--- src/common/interconnect_pkg.sv ---
package interconnect_pkg;

	localparam int ADDR_BITS  = 4;
	localparam int DATA_BITS  = 16;
	localparam int FRAME_BITS = 1 + ADDR_BITS + DATA_BITS; // Flag, address, data.

	localparam int NUM_ROUTES      = 4;
	localparam int ROUTE_XBAR_DATA = 0;
	localparam int ROUTE_XBAR_CTRL = 1;
	localparam int ROUTE_LOOPBACK  = 2;
	localparam int ROUTE_MAILBOX   = 3;

	// Arbiter source indices, returned as the response address.
	localparam int NUM_ARB_INPUTS = 3;
	localparam int ARB_XBAR       = 0;
	localparam int ARB_WB         = 1;
	localparam int ARB_LOOPBACK   = 2;

	localparam logic [31:0] WB_XBAR_IN  = 32'h0;
	localparam logic [31:0] WB_XBAR_OUT = 32'h4;
	localparam logic [31:0] WB_TO_SPI   = 32'h8;
	localparam logic [31:0] WB_MAILBOX  = 32'hC;
	localparam int          WB_VALID_BIT = 31; // Set in read data when a word was popped.

	localparam int SYNC_STAGES = 2;

	typedef logic [DATA_BITS-1:0] data_t;

	typedef struct packed {
		logic [ADDR_BITS-1:0] addr;
		data_t                data;
	} addr_msg_t;

endpackage

--- src/spi/spi_minion.sv ---
`timescale 1ns/10ps

module spi_minion import interconnect_pkg::*; (
	input  logic      clk,
	input  logic      rst_n_i,
	input  logic      cs_i,
	input  logic      sclk_i,
	input  logic      mosi_i,
	output logic      miso_o,
	output addr_msg_t send_msg_o,
	output logic      send_val_o,
	input  logic      send_rdy_i,
	input  addr_msg_t recv_msg_i,
	input  logic      recv_val_i,
	output logic      recv_rdy_o,
	output logic      parity_o,
	output logic      overrun_o
);

	logic [SYNC_STAGES-1:0] cs_sync_r;
	logic [SYNC_STAGES-1:0] sclk_sync_r;
	logic [SYNC_STAGES-1:0] mosi_sync_r;
	logic cs_prev_r;
	logic sclk_prev_r;
	logic cs_s;
	logic sclk_s;
	logic mosi_s;
	logic cs_fall;
	logic cs_rise;
	logic sclk_rise;
	logic sclk_fall;
	logic frame_done;
	logic send_busy;
	logic [FRAME_BITS-1:0] rx_r;
	logic [FRAME_BITS-1:0] tx_r;
	logic [$clog2(FRAME_BITS+1)-1:0] cnt_r;
	addr_msg_t send_msg_r;
	logic send_val_r;
	logic parity_r;
	logic overrun_r;

	assign cs_s   = cs_sync_r[SYNC_STAGES-1];
	assign sclk_s = sclk_sync_r[SYNC_STAGES-1];
	assign mosi_s = mosi_sync_r[SYNC_STAGES-1];

	assign cs_fall    = cs_prev_r && !cs_s;
	assign cs_rise    = !cs_prev_r && cs_s;
	assign sclk_rise  = !sclk_prev_r && sclk_s && !cs_s;
	assign sclk_fall  = sclk_prev_r && !sclk_s && !cs_s;
	assign frame_done = cs_rise && (cnt_r == FRAME_BITS); // Short or long frames are ignored.
	assign send_busy  = send_val_r && !send_rdy_i;

	assign recv_rdy_o = cs_fall; // Claim whatever response is pending.
	assign miso_o     = tx_r[FRAME_BITS-1];
	assign send_msg_o = send_msg_r;
	assign send_val_o = send_val_r;
	assign parity_o   = parity_r;
	assign overrun_o  = overrun_r;

	always_ff @(posedge clk) begin
		if (!rst_n_i) begin
			cs_sync_r   <= '1;
			sclk_sync_r <= '0;
			cs_prev_r   <= 1'b1;
			sclk_prev_r <= 1'b0;
		end else begin
			cs_sync_r   <= {cs_sync_r[SYNC_STAGES-2:0], cs_i};
			sclk_sync_r <= {sclk_sync_r[SYNC_STAGES-2:0], sclk_i};
			cs_prev_r   <= cs_s;
			sclk_prev_r <= sclk_s;
		end
	end

	always_ff @(posedge clk) begin
		if (!rst_n_i) begin
			tx_r       <= '0;
			cnt_r      <= '0;
			send_val_r <= 1'b0;
			parity_r   <= 1'b0;
			overrun_r  <= 1'b0;
		end else begin
			if (send_val_r && send_rdy_i)
				send_val_r <= 1'b0;
			if (cs_fall) begin
				tx_r      <= recv_val_i ? {1'b1, recv_msg_i} : '0;
				cnt_r     <= '0;
				overrun_r <= 1'b0;
			end else if (sclk_fall) begin
				tx_r <= {tx_r[FRAME_BITS-2:0], 1'b0}; // MSB first.
			end
			if (sclk_rise && cnt_r <= FRAME_BITS)
				cnt_r <= cnt_r + 1'b1;
			if (frame_done) begin
				parity_r <= ^rx_r;
				if (rx_r[FRAME_BITS-1] && send_busy)
					overrun_r <= 1'b1; // Router still full, frame is lost.
				else if (rx_r[FRAME_BITS-1])
					send_val_r <= 1'b1;
			end
		end
	end

	always_ff @(posedge clk) begin
		mosi_sync_r <= {mosi_sync_r[SYNC_STAGES-2:0], mosi_i};
		if (sclk_rise)
			rx_r <= {rx_r[FRAME_BITS-2:0], mosi_s};
		if (frame_done && rx_r[FRAME_BITS-1] && !send_busy)
			send_msg_r <= rx_r[FRAME_BITS-2:0];
	end

	assert property (@(posedge clk) disable iff (!rst_n_i)
		send_val_o && !send_rdy_i |=> send_val_o && $stable(send_msg_o))
		else $error("spi_minion: message changed or dropped before its transfer");

endmodule

--- src/hw/msg_router.sv ---
`timescale 1ns/10ps

module msg_router import interconnect_pkg::*; #(
	parameter int NOUTPUTS = NUM_ROUTES
) (
	input  logic                clk,
	input  logic                rst_n_i,
	input  addr_msg_t           in_msg_i,
	input  logic                in_val_i,
	output logic                in_rdy_o,
	output data_t               out_msg_o [NOUTPUTS],
	output logic [NOUTPUTS-1:0] out_val_o,
	input  logic [NOUTPUTS-1:0] out_rdy_i
);

	data_t data_r;
	logic [$clog2(NOUTPUTS)-1:0] sel_r;
	logic full_r;
	logic in_xfer;

	assign in_rdy_o = !full_r || out_rdy_i[sel_r]; // Refills in the cycle it drains.
	assign in_xfer  = in_val_i && in_rdy_o;

	always_ff @(posedge clk) begin
		if (!rst_n_i) begin
			full_r <= 1'b0;
			sel_r  <= '0;
		end else begin
			if (in_xfer) begin
				full_r <= (in_msg_i.addr < NOUTPUTS); // Unmapped address is dropped here.
				sel_r  <= in_msg_i.addr[$clog2(NOUTPUTS)-1:0];
			end else if (out_rdy_i[sel_r]) begin
				full_r <= 1'b0;
			end
		end
	end

	always_ff @(posedge clk) begin
		if (in_xfer)
			data_r <= in_msg_i.data;
	end

	always_comb begin
		for (int i = 0; i < NOUTPUTS; i++) begin
			out_msg_o[i] = data_r;
			out_val_o[i] = full_r && (sel_r == i);
		end
	end

	assert property (@(posedge clk) disable iff (!rst_n_i) $onehot0(out_val_o))
		else $error("msg_router: more than one output valid");

endmodule

--- src/hw/msg_arbiter.sv ---
`timescale 1ns/10ps

module msg_arbiter import interconnect_pkg::*; #(
	parameter int  NINPUTS = NUM_ARB_INPUTS,
	parameter type T       = data_t
) (
	input  logic               clk,
	input  logic               rst_n_i,
	input  T                   in_msg_i [NINPUTS],
	input  logic [NINPUTS-1:0] in_val_i,
	output logic [NINPUTS-1:0] in_rdy_o,
	output addr_msg_t          out_msg_o,
	output logic               out_val_o,
	input  logic               out_rdy_i
);

	typedef logic [$clog2(NINPUTS)-1:0] idx_t;

	idx_t last_r;
	idx_t gnt_r;
	idx_t pick;
	logic gnt_vld_r;
	logic found;
	logic out_free;
	logic xfer;
	logic out_val_r;
	addr_msg_t out_msg_r;

	// Search starts one past the last winner.
	always_comb begin
		int idx;
		found = 1'b0;
		pick  = '0;
		for (int k = 1; k <= NINPUTS; k++) begin
			idx = (int'(last_r) + k) % NINPUTS;
			if (!found && in_val_i[idx]) begin
				found = 1'b1;
				pick  = idx_t'(idx);
			end
		end
	end

	assign out_free = !out_val_r || out_rdy_i;
	assign xfer     = gnt_vld_r && in_val_i[gnt_r] && out_free;

	always_comb begin
		for (int i = 0; i < NINPUTS; i++)
			in_rdy_o[i] = gnt_vld_r && (gnt_r == i) && out_free;
	end

	always_ff @(posedge clk) begin
		if (!rst_n_i) begin
			last_r    <= idx_t'(NINPUTS - 1); // Input 0 goes first.
			gnt_r     <= '0;
			gnt_vld_r <= 1'b0;
			out_val_r <= 1'b0;
		end else begin
			if (xfer) begin
				last_r    <= gnt_r;
				gnt_vld_r <= 1'b0;
			end else if (!gnt_vld_r && found) begin
				gnt_r     <= pick;
				gnt_vld_r <= 1'b1;
			end
			if (xfer)
				out_val_r <= 1'b1;
			else if (out_rdy_i)
				out_val_r <= 1'b0;
		end
	end

	always_ff @(posedge clk) begin
		if (xfer) begin
			out_msg_r.addr <= ADDR_BITS'(gnt_r); // Tag with the source index.
			out_msg_r.data <= data_t'(in_msg_i[gnt_r]);
		end
	end

	assign out_msg_o = out_msg_r;
	assign out_val_o = out_val_r;

	assert property (@(posedge clk) disable iff (!rst_n_i) $onehot0(in_rdy_o))
		else $error("msg_arbiter: more than one input granted");

endmodule

--- src/hw/blocking_xbar.sv ---
`timescale 1ns/10ps

module blocking_xbar import interconnect_pkg::*; #(
	parameter int  NINPUTS  = 2,
	parameter int  NOUTPUTS = 2,
	parameter type T        = data_t
) (
	input  logic                clk,
	input  logic                rst_n_i,
	input  T                    recv_msg_i [NINPUTS],
	input  logic [NINPUTS-1:0]  recv_val_i,
	output logic [NINPUTS-1:0]  recv_rdy_o,
	output T                    send_msg_o [NOUTPUTS],
	output logic [NOUTPUTS-1:0] send_val_o,
	input  logic [NOUTPUTS-1:0] send_rdy_i,
	input  data_t               ctrl_msg_i,
	input  logic                ctrl_val_i,
	output logic                ctrl_rdy_o
);

	logic [$clog2(NINPUTS)-1:0]  in_sel_r;
	logic [$clog2(NOUTPUTS)-1:0] out_sel_r;

	// A word waiting on the selected input keeps its path until it is sent.
	assign ctrl_rdy_o = !recv_val_i[in_sel_r];

	always_ff @(posedge clk) begin
		if (!rst_n_i) begin
			in_sel_r  <= '0;
			out_sel_r <= '0;
		end else if (ctrl_val_i && ctrl_rdy_o) begin
			in_sel_r  <= ctrl_msg_i[$clog2(NOUTPUTS) +: $clog2(NINPUTS)];
			out_sel_r <= ctrl_msg_i[$clog2(NOUTPUTS)-1:0]; // Output in the low bits.
		end
	end

	always_comb begin
		for (int i = 0; i < NINPUTS; i++)
			recv_rdy_o[i] = (in_sel_r == i) && send_rdy_i[out_sel_r];
		for (int o = 0; o < NOUTPUTS; o++) begin
			send_msg_o[o] = recv_msg_i[in_sel_r];
			send_val_o[o] = (out_sel_r == o) && recv_val_i[in_sel_r];
		end
	end

endmodule

--- src/wishbone/wb_stream_adapter.sv ---
`timescale 1ns/10ps

module wb_stream_adapter import interconnect_pkg::*; (
	input  logic        clk,
	input  logic        rst_n_i,
	input  logic        wbs_cyc_i,
	input  logic        wbs_stb_i,
	input  logic        wbs_we_i,
	input  logic [3:0]  wbs_sel_i,
	input  logic [31:0] wbs_adr_i,
	input  logic [31:0] wbs_dat_i,
	output logic        wbs_ack_o,
	output logic [31:0] wbs_dat_o,
	output data_t       xin_msg_o,
	output logic        xin_val_o,
	input  logic        xin_rdy_i,
	output data_t       spi_msg_o,
	output logic        spi_val_o,
	input  logic        spi_rdy_i,
	input  data_t       xout_msg_i,
	input  logic        xout_val_i,
	output logic        xout_rdy_o,
	input  data_t       mbox_msg_i,
	input  logic        mbox_val_i,
	output logic        mbox_rdy_o
);

	typedef enum logic [1:0] {ST_IDLE, ST_WRITE, ST_ACK} state_e;

	state_e      state_r;
	logic [3:0]  wr_off_r;
	data_t       wr_data_r;
	logic [31:0] rd_data_r;
	logic [3:0]  off;
	logic        req;
	logic        wr_ok;
	logic        wr_done;
	logic        xout_rd;
	logic        xout_full_r;
	data_t       xout_buf_r;

	assign off   = wbs_adr_i[3:0];
	assign req   = wbs_cyc_i && wbs_stb_i && (state_r == ST_IDLE);
	assign wr_ok = (off == WB_XBAR_IN[3:0]) || (off == WB_TO_SPI[3:0]);

	// Reads pop in the request cycle, so ack follows one cycle later.
	assign xout_rd    = req && !wbs_we_i && (off == WB_XBAR_OUT[3:0]);
	assign xout_rdy_o = !xout_full_r; // One-word buffer, so a host write can loop back.
	assign mbox_rdy_o = req && !wbs_we_i && (off == WB_MAILBOX[3:0]);

	assign xin_msg_o = wr_data_r;
	assign spi_msg_o = wr_data_r;
	assign xin_val_o = (state_r == ST_WRITE) && (wr_off_r == WB_XBAR_IN[3:0]);
	assign spi_val_o = (state_r == ST_WRITE) && (wr_off_r == WB_TO_SPI[3:0]);
	assign wr_done   = (xin_val_o && xin_rdy_i) || (spi_val_o && spi_rdy_i);

	assign wbs_ack_o = (state_r == ST_ACK);
	assign wbs_dat_o = rd_data_r;

	always_ff @(posedge clk) begin
		if (!rst_n_i) begin
			state_r     <= ST_IDLE;
			wr_off_r    <= '0;
			xout_full_r <= 1'b0;
		end else begin
			case (state_r)
				ST_IDLE: begin
					if (req) begin
						state_r  <= (wbs_we_i && wr_ok) ? ST_WRITE : ST_ACK;
						wr_off_r <= off;
					end
				end
				ST_WRITE: begin
					if (wr_done)
						state_r <= ST_ACK; // Ack in the cycle after the accept.
				end
				default: state_r <= ST_IDLE;
			endcase
			if (xout_val_i && xout_rdy_o)
				xout_full_r <= 1'b1;
			else if (xout_rd)
				xout_full_r <= 1'b0;
		end
	end

	always_ff @(posedge clk) begin
		if (xout_val_i && xout_rdy_o)
			xout_buf_r <= xout_msg_i;
		if (req && wbs_we_i)
			wr_data_r <= {wbs_sel_i[1] ? wbs_dat_i[15:8] : 8'h00,
				wbs_sel_i[0] ? wbs_dat_i[7:0] : 8'h00}; // Low two byte lanes.
		if (req) begin
			rd_data_r <= '0;
			if (xout_rd && xout_full_r) begin
				rd_data_r[WB_VALID_BIT]    <= 1'b1;
				rd_data_r[DATA_BITS-1:0] <= xout_buf_r;
			end
			if (mbox_rdy_o && mbox_val_i) begin
				rd_data_r[WB_VALID_BIT]    <= 1'b1;
				rd_data_r[DATA_BITS-1:0] <= mbox_msg_i;
			end
		end
	end

	assert property (@(posedge clk) disable iff (!rst_n_i) wbs_ack_o |=> !wbs_ack_o)
		else $error("wb_stream_adapter: ack held for two cycles");

endmodule

--- src/hw/interconnect_top.sv ---
`timescale 1ns/10ps

module interconnect_top import interconnect_pkg::*; (
	input  logic        clk,
	input  logic        rst_n_i,
	input  logic        cs_i,
	input  logic        sclk_i,
	input  logic        mosi_i,
	output logic        miso_o,
	output logic        parity_o,
	output logic        overrun_o,
	input  logic        wbs_stb_i,
	input  logic        wbs_cyc_i,
	input  logic        wbs_we_i,
	input  logic [3:0]  wbs_sel_i,
	input  logic [31:0] wbs_dat_i,
	input  logic [31:0] wbs_adr_i,
	output logic        wbs_ack_o,
	output logic [31:0] wbs_dat_o
);

	addr_msg_t spi_send_msg;
	logic      spi_send_val;
	logic      spi_send_rdy;
	addr_msg_t arb_out_msg;
	logic      arb_out_val;
	logic      arb_out_rdy;

	data_t                    route_msg [NUM_ROUTES];
	logic [NUM_ROUTES-1:0]    route_val;
	logic [NUM_ROUTES-1:0]    route_rdy;
	data_t                    xbar_recv_msg [2];
	logic [1:0]               xbar_recv_val;
	logic [1:0]               xbar_recv_rdy;
	data_t                    xbar_send_msg [2];
	logic [1:0]               xbar_send_val;
	logic [1:0]               xbar_send_rdy;
	logic                     xbar_ctrl_rdy;
	data_t                    arb_in_msg [NUM_ARB_INPUTS];
	logic [NUM_ARB_INPUTS-1:0] arb_in_val;
	logic [NUM_ARB_INPUTS-1:0] arb_in_rdy;

	spi_minion minion (
		.clk(clk), .rst_n_i(rst_n_i),
		.cs_i(cs_i), .sclk_i(sclk_i), .mosi_i(mosi_i), .miso_o(miso_o),
		.send_msg_o(spi_send_msg), .send_val_o(spi_send_val), .send_rdy_i(spi_send_rdy),
		.recv_msg_i(arb_out_msg), .recv_val_i(arb_out_val), .recv_rdy_o(arb_out_rdy),
		.parity_o(parity_o), .overrun_o(overrun_o)
	);

	msg_router #(.NOUTPUTS(NUM_ROUTES)) router (
		.clk(clk), .rst_n_i(rst_n_i),
		.in_msg_i(spi_send_msg), .in_val_i(spi_send_val), .in_rdy_o(spi_send_rdy),
		.out_msg_o(route_msg), .out_val_o(route_val), .out_rdy_i(route_rdy)
	);

	// Route 0 and the host register share the crossbar inputs.
	assign xbar_recv_msg[0]           = route_msg[ROUTE_XBAR_DATA];
	assign xbar_recv_val[0]           = route_val[ROUTE_XBAR_DATA];
	assign route_rdy[ROUTE_XBAR_DATA] = xbar_recv_rdy[0];
	assign route_rdy[ROUTE_XBAR_CTRL] = xbar_ctrl_rdy;

	blocking_xbar #(.NINPUTS(2), .NOUTPUTS(2), .T(data_t)) xbar (
		.clk(clk), .rst_n_i(rst_n_i),
		.recv_msg_i(xbar_recv_msg), .recv_val_i(xbar_recv_val), .recv_rdy_o(xbar_recv_rdy),
		.send_msg_o(xbar_send_msg), .send_val_o(xbar_send_val), .send_rdy_i(xbar_send_rdy),
		.ctrl_msg_i(route_msg[ROUTE_XBAR_CTRL]), .ctrl_val_i(route_val[ROUTE_XBAR_CTRL]),
		.ctrl_rdy_o(xbar_ctrl_rdy)
	);

	assign arb_in_msg[ARB_XBAR]      = xbar_send_msg[0];
	assign arb_in_val[ARB_XBAR]      = xbar_send_val[0];
	assign xbar_send_rdy[0]          = arb_in_rdy[ARB_XBAR];
	assign arb_in_msg[ARB_LOOPBACK]  = route_msg[ROUTE_LOOPBACK];
	assign arb_in_val[ARB_LOOPBACK]  = route_val[ROUTE_LOOPBACK];
	assign route_rdy[ROUTE_LOOPBACK] = arb_in_rdy[ARB_LOOPBACK];

	msg_arbiter #(.NINPUTS(NUM_ARB_INPUTS), .T(data_t)) arbiter (
		.clk(clk), .rst_n_i(rst_n_i),
		.in_msg_i(arb_in_msg), .in_val_i(arb_in_val), .in_rdy_o(arb_in_rdy),
		.out_msg_o(arb_out_msg), .out_val_o(arb_out_val), .out_rdy_i(arb_out_rdy)
	);

	wb_stream_adapter wishbone (
		.clk(clk), .rst_n_i(rst_n_i),
		.wbs_cyc_i(wbs_cyc_i), .wbs_stb_i(wbs_stb_i), .wbs_we_i(wbs_we_i),
		.wbs_sel_i(wbs_sel_i), .wbs_adr_i(wbs_adr_i), .wbs_dat_i(wbs_dat_i),
		.wbs_ack_o(wbs_ack_o), .wbs_dat_o(wbs_dat_o),
		.xin_msg_o(xbar_recv_msg[1]), .xin_val_o(xbar_recv_val[1]),
		.xin_rdy_i(xbar_recv_rdy[1]),
		.spi_msg_o(arb_in_msg[ARB_WB]), .spi_val_o(arb_in_val[ARB_WB]),
		.spi_rdy_i(arb_in_rdy[ARB_WB]),
		.xout_msg_i(xbar_send_msg[1]), .xout_val_i(xbar_send_val[1]),
		.xout_rdy_o(xbar_send_rdy[1]),
		.mbox_msg_i(route_msg[ROUTE_MAILBOX]), .mbox_val_i(route_val[ROUTE_MAILBOX]),
		.mbox_rdy_o(route_rdy[ROUTE_MAILBOX])
	);

endmodule

--- config.mk ---
export PLATFORM = sky130hd
export DESIGN_NAME = interconnect_top
export DESIGN_NICKNAME = d
export VERILOG_FILES = /design/src/common/interconnect_pkg.sv /design/src/spi/spi_minion.sv /design/src/hw/msg_router.sv /design/src/hw/msg_arbiter.sv /design/src/hw/blocking_xbar.sv /design/src/wishbone/wb_stream_adapter.sv /design/src/hw/interconnect_top.sv
export SDC_FILE = /design/constraint.sdc
export NUM_CORES = 1
export LEC_CHECK = 0
export BUFFER_PORTS_ARGS = -buffer_cell sky130_fd_sc_hd__buf_4
export CORE_MARGIN = 2
export CORE_UTILIZATION = 45
export DETAILED_ROUTE_END_ITERATION = 7
export GPL_TIMING_DRIVEN = 0
export PLACE_DENSITY_LB_ADDON = 0.15
export SYNTH_ARGS = -nofsm -noshare
export SYNTH_HDL_FRONTEND = slang
export SYNTH_SLANG_ARGS = --single-unit
--- constraint.sdc ---
create_clock -name clk -period 4.3 [get_ports clk]
set_input_delay 0.43 -clock clk [delete_from_list [all_inputs] [get_ports clk]]
set_output_delay 0.43 -clock clk [all_outputs]
set_load 0.03 [all_outputs]
==> reports/summary.log, run 1 <==
[synthesis] Synth async-reset ratio 0
[placed_design] placer congestion estimate 0.8609
[clock_tree] Clk Tree Root Cell sky130_fd_sc_hd__clkbuf_16
[global_routing] global route total overflow 0
[sta] clock period minus worst slack 2.953 ns
[synthesis] Primary FF master, synth sky130_fd_sc_hd__edfxtp_1
[floorplanning] die area 17300 um2
[critical_path] worst-path cell with the longest stage delay sky130_fd_sc_hd__o41a_1
[synthesis] top cells by area, synth sky130_fd_sc_hd__edfxtp_1 51%, sky130_fd_sc_hd__dfxtp_1 15%, sky130_fd_sc_hd__a22o_1 3.8%
[sta] Slew Limit Fails 0
[floorplanning] Die H 131.5 um
[clock_tree] CTS H-Tree Depth 4
[critical_path] cell family with the largest share of critical-path delay compound AO/OA/AOI/OAI gates
[final_layout] fillcell total 1328
[floorplanning] total number of placement rows 46
[synthesis] netlist area before placement 7317 um2
[clock_tree] later-pin clock latency in the skew report 0.43 ns
[sta] transition at the pin with the smallest max-transition slack 0.9332 ns
[job] number of max-cap violations 0
[global_routing] maximum number of pins on one net before global-route repair 25
[routing] DRC errors left 0
[final_layout] commonest cells after routing, fill and taps aside 124 x sky130_fd_sc_hd__edfxtp_1, 64 x sky130_fd_sc_hd__buf_4, 55 x sky130_fd_sc_hd__dfxtp_1, 32 x sky130_fd_sc_hd__a22o_1, 32 x sky130_fd_sc_hd__a21oi_1
[critical_path] required time at the worst-slack endpoint 4.35 ns
[routing] Starting DRT DRC Count 307
[clock_tree] setup repair bufs after CTS 0
[clock_tree] CTS Buf Count 17
[global_routing] global-route wire length before repair 22830 um
[synthesis] flip-flop and latch count after synthesis 179
[clock_tree] Post-CTS Hold Fix Bufs 0
[critical_path] crit start category flop
[final_layout] number of diodes added for antenna fixing 0
[synthesis] post-synth top area cell sky130_fd_sc_hd__edfxtp_1
[routing] routed wire length 14030 um
[clock_tree] deepest clock path buffer count 2
[pwr] worst vdd ir 0.2868 mV
[synthesis] post-synthesis adder-cell area fraction 0.01026
[global_routing] via count of the first global-routing pass 4413
[final_layout] most common cell after layout, fill and taps aside sky130_fd_sc_hd__edfxtp_1
[synthesis] count of unique library cells instantiated by Yosys 64
[pwr] Pwr Density 424.6 nW/um2
[synthesis] post-synthesis share of cell area spent on and, or, nand and nor gates 0.09268
[pwr] Seq pwr share 0.505
[critical_path] endpoint kind of the worst setup timing path flop
[synthesis] Gate Count Post-Synth 527
[floorplanning] core area 15890 um2
[critical_path] Largest stage delay, worst path 0.85 ns
[sta] post-route clock period utilization 0.6867
[final_layout] area grow syn2layout 19.02%
[pwr] internal power component 0.002948 W
[hold_path] Hold/Removal Path Class in -> reg
[clock_tree] post-CTS clock slew at the launch and capture registers of the worst setup and hold paths 0.06 ns
[synthesis] combinational family with the most area after synthesis compound AO/OA/AOI/OAI gates
[pwr] Total Power 0.003698 W
[pwr] static leakage 3.097 nW
[routing] vias per cell 5.134
[placed_design] area of placed instances 8054 um2
[critical_path] critical setup path kind reg -> reg
[pwr] portion of total power attributed to the clock network 0.457
[sta] setup repair after global routing missed its margin no
[sta] max-slew headroom at the worst pin 0.3731
[synthesis] multiplexer fraction of the synthesized cell area 0.06481
[synthesis] fraction of the mapped netlist area in compound gates 0.1142
[clock_tree] Sink Count 179
[placed_design] half-perimeter wire length after detailed placement 10180 um
[placed_design] count of port buffers added during placement 49
[routing] Vias 4318
[pwr] share of total power in combinational logic 0.038
[final_layout] number of nets in the final layout 694
[critical_path] largest fanout on the critical path 20
[routing] first-pass iteration count of the detailed router 4
[final_layout] share of layout cells above drive strength 1 0.2144
[final_layout] post-route design area 8708 um2
[synthesis] xor-xnor portion of the synthesized cell area 0.02462
[critical_path] number of buffer and inverter instances along the worst setup path 0
[global_routing] initial antenna violation count 0
[routing] ANT nets after route 0
[sta] maximum clock rate 338.7 MHz
[clock_tree] clock tree from TritonCTS done
[sta] final worst clock skew 0.01122 ns
[sta] hold slack final 0.1097 ns
[synthesis] number of synthesized flops with an enable pin 124
[synthesis] average size of a mapped cell 13.88 um2
[floorplanning] die outline width 131.5 um
[final_layout] end-of-flow core utilization 0.5482
[routing] wire length per cell after detailed routing 16.68 um
[synthesis] area fraction of the dominant cell type after synthesis 0.5089
[sta] count of final setup violators 0
[pwr] power dissipated by switching net loads 0.0007501 W
[global_routing] total global-route track usage 0.1684
[sta] hold violation total from the final report 0
[synthesis] synthesis warning total 0
[clock_tree] post_cts resized 0
[synthesis] part of the Yosys area used for sequential elements 0.6594
[floorplanning] IO Count 112
[floorplanning] effective utilization at floorplan 0.4606
[critical_path] CP Cell Sequence nor2b_1 > o211ai_1 > a2111oi_0 > o41a_1
[critical_path] Worst Path Arrival 3.00 ns
[pwr] share of total power consumed by net switching 0.2028
[outcome] result of the run complete, no violations
[synthesized netlist by cell type (3+ instances only)]
master                       n
sky130_fd_sc_hd__o21ai_0     8
sky130_fd_sc_hd__a21oi_1    33
sky130_fd_sc_hd__edfxtp_1  124
sky130_fd_sc_hd__inv_1      10
sky130_fd_sc_hd__nand3_1     7
sky130_fd_sc_hd__xor2_1      3
sky130_fd_sc_hd__nand2_1    13
sky130_fd_sc_hd__nor3b_1     5
sky130_fd_sc_hd__clkbuf_1   18
sky130_fd_sc_hd__nor2_1     23
sky130_fd_sc_hd__and2_1     21
sky130_fd_sc_hd__or2_2       3
sky130_fd_sc_hd__mux2_2     19
sky130_fd_sc_hd__xnor2_1    15
sky130_fd_sc_hd__ha_1        6
sky130_fd_sc_hd__a22o_1     32
sky130_fd_sc_hd__buf_4      15
sky130_fd_sc_hd__a211oi_1   18
sky130_fd_sc_hd__nand2b_1    8
sky130_fd_sc_hd__nand3b_1    6
sky130_fd_sc_hd__buf_2       4
sky130_fd_sc_hd__nor3_1      5
sky130_fd_sc_hd__mux2i_1    26
sky130_fd_sc_hd__dfxtp_1    55
[registers in the layout, indices dropped and copies added (netlist names), 2 cells and up]
| signal | count |
|---|---|
| arbiter.gnt_r | 2 |
| arbiter.last_r | 2 |
| arbiter.out_msg_o | 18 |
| minion.cnt_r | 5 |
| minion.cs_sync_r | 2 |
| minion.mosi_sync_r | 2 |
| minion.rx_r | 21 |
| minion.sclk_sync_r | 2 |
| minion.send_msg_o | 20 |
| minion.tx_r | 21 |
| router.data_r | 16 |
| router.sel_r | 2 |
| wishbone.spi_msg_o | 16 |
| wishbone.state_r | 2 |
| wishbone.wbs_dat_o | 17 |
| wishbone.wr_off_r | 4 |
| wishbone.xout_buf_r | 16 |
[layer usage]
metal,share of wire,global-route usage,vias to the layer above
met5,0,0,-
met4,0.010,0.04589,0
met3,0.040,0.04321,15
met2,0.48,0.2705,84
met1,0.47,0.2280,2081
li1,-,-,2138
[worst reg2reg max path, stage by stage, from the launching register on]
cell and delay [ns]:
sky130_fd_sc_hd__dfxtp_1 0.38, sky130_fd_sc_hd__nor2b_1 0.43, sky130_fd_sc_hd__o211ai_1 0.21, sky130_fd_sc_hd__a2111oi_0 0.71, sky130_fd_sc_hd__o41a_1 0.85
[final timing paths]
kind / cells after the start / slack (ns) / end / start
max reg2reg: 4 / 1.35 / router.data_r[11] / minion.cs_prev_r
max: 4 / 1.35 / router.data_r[11] / minion.cs_prev_r
min: 1 / 0.11 / minion.mosi_sync_r[0] / mosi_i
min reg2reg: 0 / 0.34 / minion.mosi_sync_r[1] / minion.mosi_sync_r[0]
[stage by stage]
| stage | setup slack [ns] | TNS (ns) | instances |
|---|---|---|---|
| finish | 1.347 | 0 | 841 |
| global route | 0.9960 | 0 | 841 |
| CTS | 1.314 | 0 | 841 |
| detailed placement | 1.240 | 0 | 809 |
| global placement | -0.1289 | -0.1289 | 806 |
| floorplan | 1.051 | 0 | 541 |
[logic make-up after synthesis]
| family | Yosys count |
|---|---|
| other | 1 |
| adders and majority gates | 6 |
| AOI/OAI and AO/OA | 116 |
| buffers and inverters | 49 |
| muxes | 45 |
| xor gates and xnor gates | 19 |
| and+or+nand+nor | 112 |
| DFF | 179 |
[final cells by class]
class	count	area, um2	share of cell area
plain buffers	39	207.7	0.02385
well taps	216	270.3	0.03103
clock buffers	17	425.4	0.04885
repair buffers	52	405.4	0.04655
clock inverters	15	226.5	0.02601
flip-flops and latches	179	4825	0.5540
inverters	10	37.54	0.004310
multi-input cells	313	2311	0.2654
[power groups by stage]
stage,clock network [W],logic [W],registers [W]
floorplan,0,0.0000787,0.00191
global placement,0,0.000138,0.00190
detailed placement,0,0.000140,0.00190
CTS,0.00172,0.000141,0.00187
global route,0.00179,0.000152,0.00187
finish,0.00169,0.000140,0.00187
(Power assumes the default switching activity.)
==> run 2, diff against run 1 <==
==> constraint.sdc (replaced) <==
create_clock -name clk -period 2.8 [get_ports clk]
set_input_delay 0.28 -clock clk [delete_from_list [all_inputs] [get_ports clk]]
set_output_delay 0.28 -clock clk [all_outputs]
set_load 0.03 [all_outputs]
==> run 2 against run 1 <==
Compared with the run above: clock power is 53% higher; via count increased by 0.81%; count of clock-buffer cells in the layout unchanged; worst setup slack got worse by 1.1 ns; total power rose by 53%; non-clock buffer count fell by 1; critical path depth is 2 higher; critical endpoint is now minion.send_msg_o[18]; largest cell class unchanged; largest power group unchanged.
==> reports/summary.log, run 2 (synthesis results as in run 1) <==
[critical_path] crit start category flop
[critical_path] required time at the worst-slack endpoint 2.88 ns [-1.47 ns]
[sta] Slew Limit Fails 0 [unchanged]
[routing] Starting DRT DRC Count 208 [-32%]
[routing] vias per cell 5.176 [+0.81%]
[pwr] Pwr Density 647.6 nW/um2 [+53%]
[global_routing] initial antenna violation count 0 [unchanged]
[floorplanning] total number of placement rows 46 [unchanged]
[job] number of max-cap violations 0 [unchanged]
[sta] transition at the pin with the smallest max-transition slack 0.7977 ns [-0.1354 ns]
[global_routing] global route total overflow 0 [unchanged]
[routing] wire length per cell after detailed routing 16.77 um [+0.52%]
[sta] clock period minus worst slack 2.591 ns [-0.3620 ns]
[sta] count of final setup violators 0 [unchanged]
[global_routing] total global-route track usage 0.1736 [+0.005145]
[global_routing] global-route wire length before repair 23510 um [+3.0%]
[global_routing] maximum number of pins on one net before global-route repair 25 [unchanged]
[routing] ANT nets after route 0 [unchanged]
[clock_tree] later-pin clock latency in the skew report 0.42 ns [about the same]
[global_routing] via count of the first global-routing pass 4431 [+0.41%]
[floorplanning] die area 17300 um2 [unchanged]
[critical_path] Worst Path Arrival 2.67 ns [-0.33 ns]
[outcome] result of the run complete, no violations
[routing] routed wire length 14100 um [+0.52%]
[critical_path] endpoint kind of the worst setup timing path flop
[clock_tree] deepest clock path buffer count 2 [unchanged]
[final_layout] number of diodes added for antenna fixing 0 [unchanged]
[clock_tree] post-CTS clock slew at the launch and capture registers of the worst setup and hold paths 0.06 ns [about the same]
[placed_design] half-perimeter wire length after detailed placement 10120 um [-0.58%]
[placed_design] placer congestion estimate 0.8517 [-1.1%]
[final_layout] end-of-flow core utilization 0.5515 [+0.003308]
[critical_path] critical setup path kind reg -> reg
[floorplanning] die outline width 131.5 um [unchanged]
[pwr] static leakage 3.111 nW [+0.47%]
[clock_tree] Sink Count 179 [unchanged]
[final_layout] share of layout cells above drive strength 1 0.2224 [+0.008000]
[floorplanning] core area 15890 um2 [unchanged]
[final_layout] commonest cells after routing, fill and taps aside 124 x sky130_fd_sc_hd__edfxtp_1, 65 x sky130_fd_sc_hd__buf_4, 55 x sky130_fd_sc_hd__dfxtp_1, 32 x sky130_fd_sc_hd__a22o_1, 32 x sky130_fd_sc_hd__a21oi_1
[sta] setup repair after global routing missed its margin yes
[final_layout] area grow syn2layout 19.73%
[pwr] Total Power 0.005673 W [+53%]
[routing] Vias 4353 [+0.81%]
[sta] setup_tns 0 ns [unchanged]
[sta] final worst clock skew 0.008588 ns [-0.002630 ns]
[sta] maximum clock rate 386.0 MHz [+14%]
[hold_path] Hold/Removal Path Class in -> reg
[clock_tree] CTS Buf Count 17 [unchanged]
[clock_tree] clock tree from TritonCTS done
[routing] DRC errors left 0 [unchanged]
[floorplanning] IO Count 112 [unchanged]
[sta] hold violation total from the final report 0 [unchanged]
[final_layout] most common cell after layout, fill and taps aside sky130_fd_sc_hd__edfxtp_1
[floorplanning] Die H 131.5 um [unchanged]
[routing] first-pass iteration count of the detailed router 4 [unchanged]
[final_layout] fillcell total 1331 [+0.23%]
[pwr] worst vdd ir 0.4268 mV [+49%]
[clock_tree] Clk Tree Root Cell sky130_fd_sc_hd__clkbuf_16
[critical_path] largest fanout on the critical path 24 [+20%]
[sta] max-slew headroom at the worst pin 0.4676 [+0.09449]
[sta] post-route clock period utilization 0.9253 [+0.2386]
[final_layout] number of nets in the final layout 694 [unchanged]
[clock_tree] CTS H-Tree Depth 4 [unchanged]
[floorplanning] effective utilization at floorplan 0.4606 [unchanged]
[placed_design] count of port buffers added during placement 49 [unchanged]
==> run 2: layer usage <==
layer	vias up	track usage	share of wire
li1	2144	-	-
met1	2116	0.2378	0.47
met2	80	0.2775	0.49
met3	13	0.03627	0.033
met4	0	0.05616	0.010
met5	-	0	0
==> run 2: worst paths after layout <==
path,from,to,slack (ns),cells after the start
worst max-delay path,wishbone.state_r[0],minion.send_msg_o[18],0.21,6
worst min-delay path,cs_i,minion.cs_sync_r[0],0.05,2
worst max register to register,wishbone.state_r[0],minion.send_msg_o[18],0.21,6
worst min register to register,minion.mosi_sync_r[0],minion.mosi_sync_r[1],0.34,0
==> run 2: layout make-up <==
class                      count  area (um2)  share of cell area
tap                          216       270.3             0.03085
clock buffer                  17       425.4             0.04856
inverter                      10       37.54            0.004284
clock inverter                15       225.2             0.02571
sequential                   179        4825              0.5507
multi-input combinational    314        2374              0.2709
timing repair buffer          51       392.9             0.04484
buffer                        39       211.5             0.02414
==> run 2: worst max-delay path, cell delays in order, from the launching register on <==
cell and delay (ns):
sky130_fd_sc_hd__dfxtp_1 0.34, sky130_fd_sc_hd__nor4bb_1 0.29, sky130_fd_sc_hd__buf_4 0.36, sky130_fd_sc_hd__nand4b_1 0.28, sky130_fd_sc_hd__o21ai_0 0.44, sky130_fd_sc_hd__nor4_4 0.15
sky130_fd_sc_hd__a21oi_4 0.38
==> run 2: repair_timing <==
item	4_1_cts	5_1_grt
hold endpoints to repair	1	0
gates cloned	1	0
hold buffers	1	0
buffers inserted	0	0
gates resized for setup	6	8
pin swaps	1	0
endpoints found under the setup margin	64	65
==> run 2: stage by stage <==
step,cells,worst slack (ns),hold WS [ns],cell area (um2)
after floorplan,541,0.2187,0.3077,7378
after global placement,806,-0.3852,0.3198,8016
after detailed placement,807,-0.4034,0.3183,8038
after CTS,841,0.06564,0.02850,8733
after global routing,841,-0.01000,0.03377,8761
final,841,0.2092,0.04864,8761
==> run 2: power by group <==
group	leakage [nW]	internal (W)	switching (W)	total, W
Combinational	1.22	0.0000913	0.000125	0.000217
Sequential	1.58	0.00284	0.0000234	0.00287
Clock	0.314	0.00160	0.000995	0.00259
Total	3.11	0.00453	0.00114	0.00567
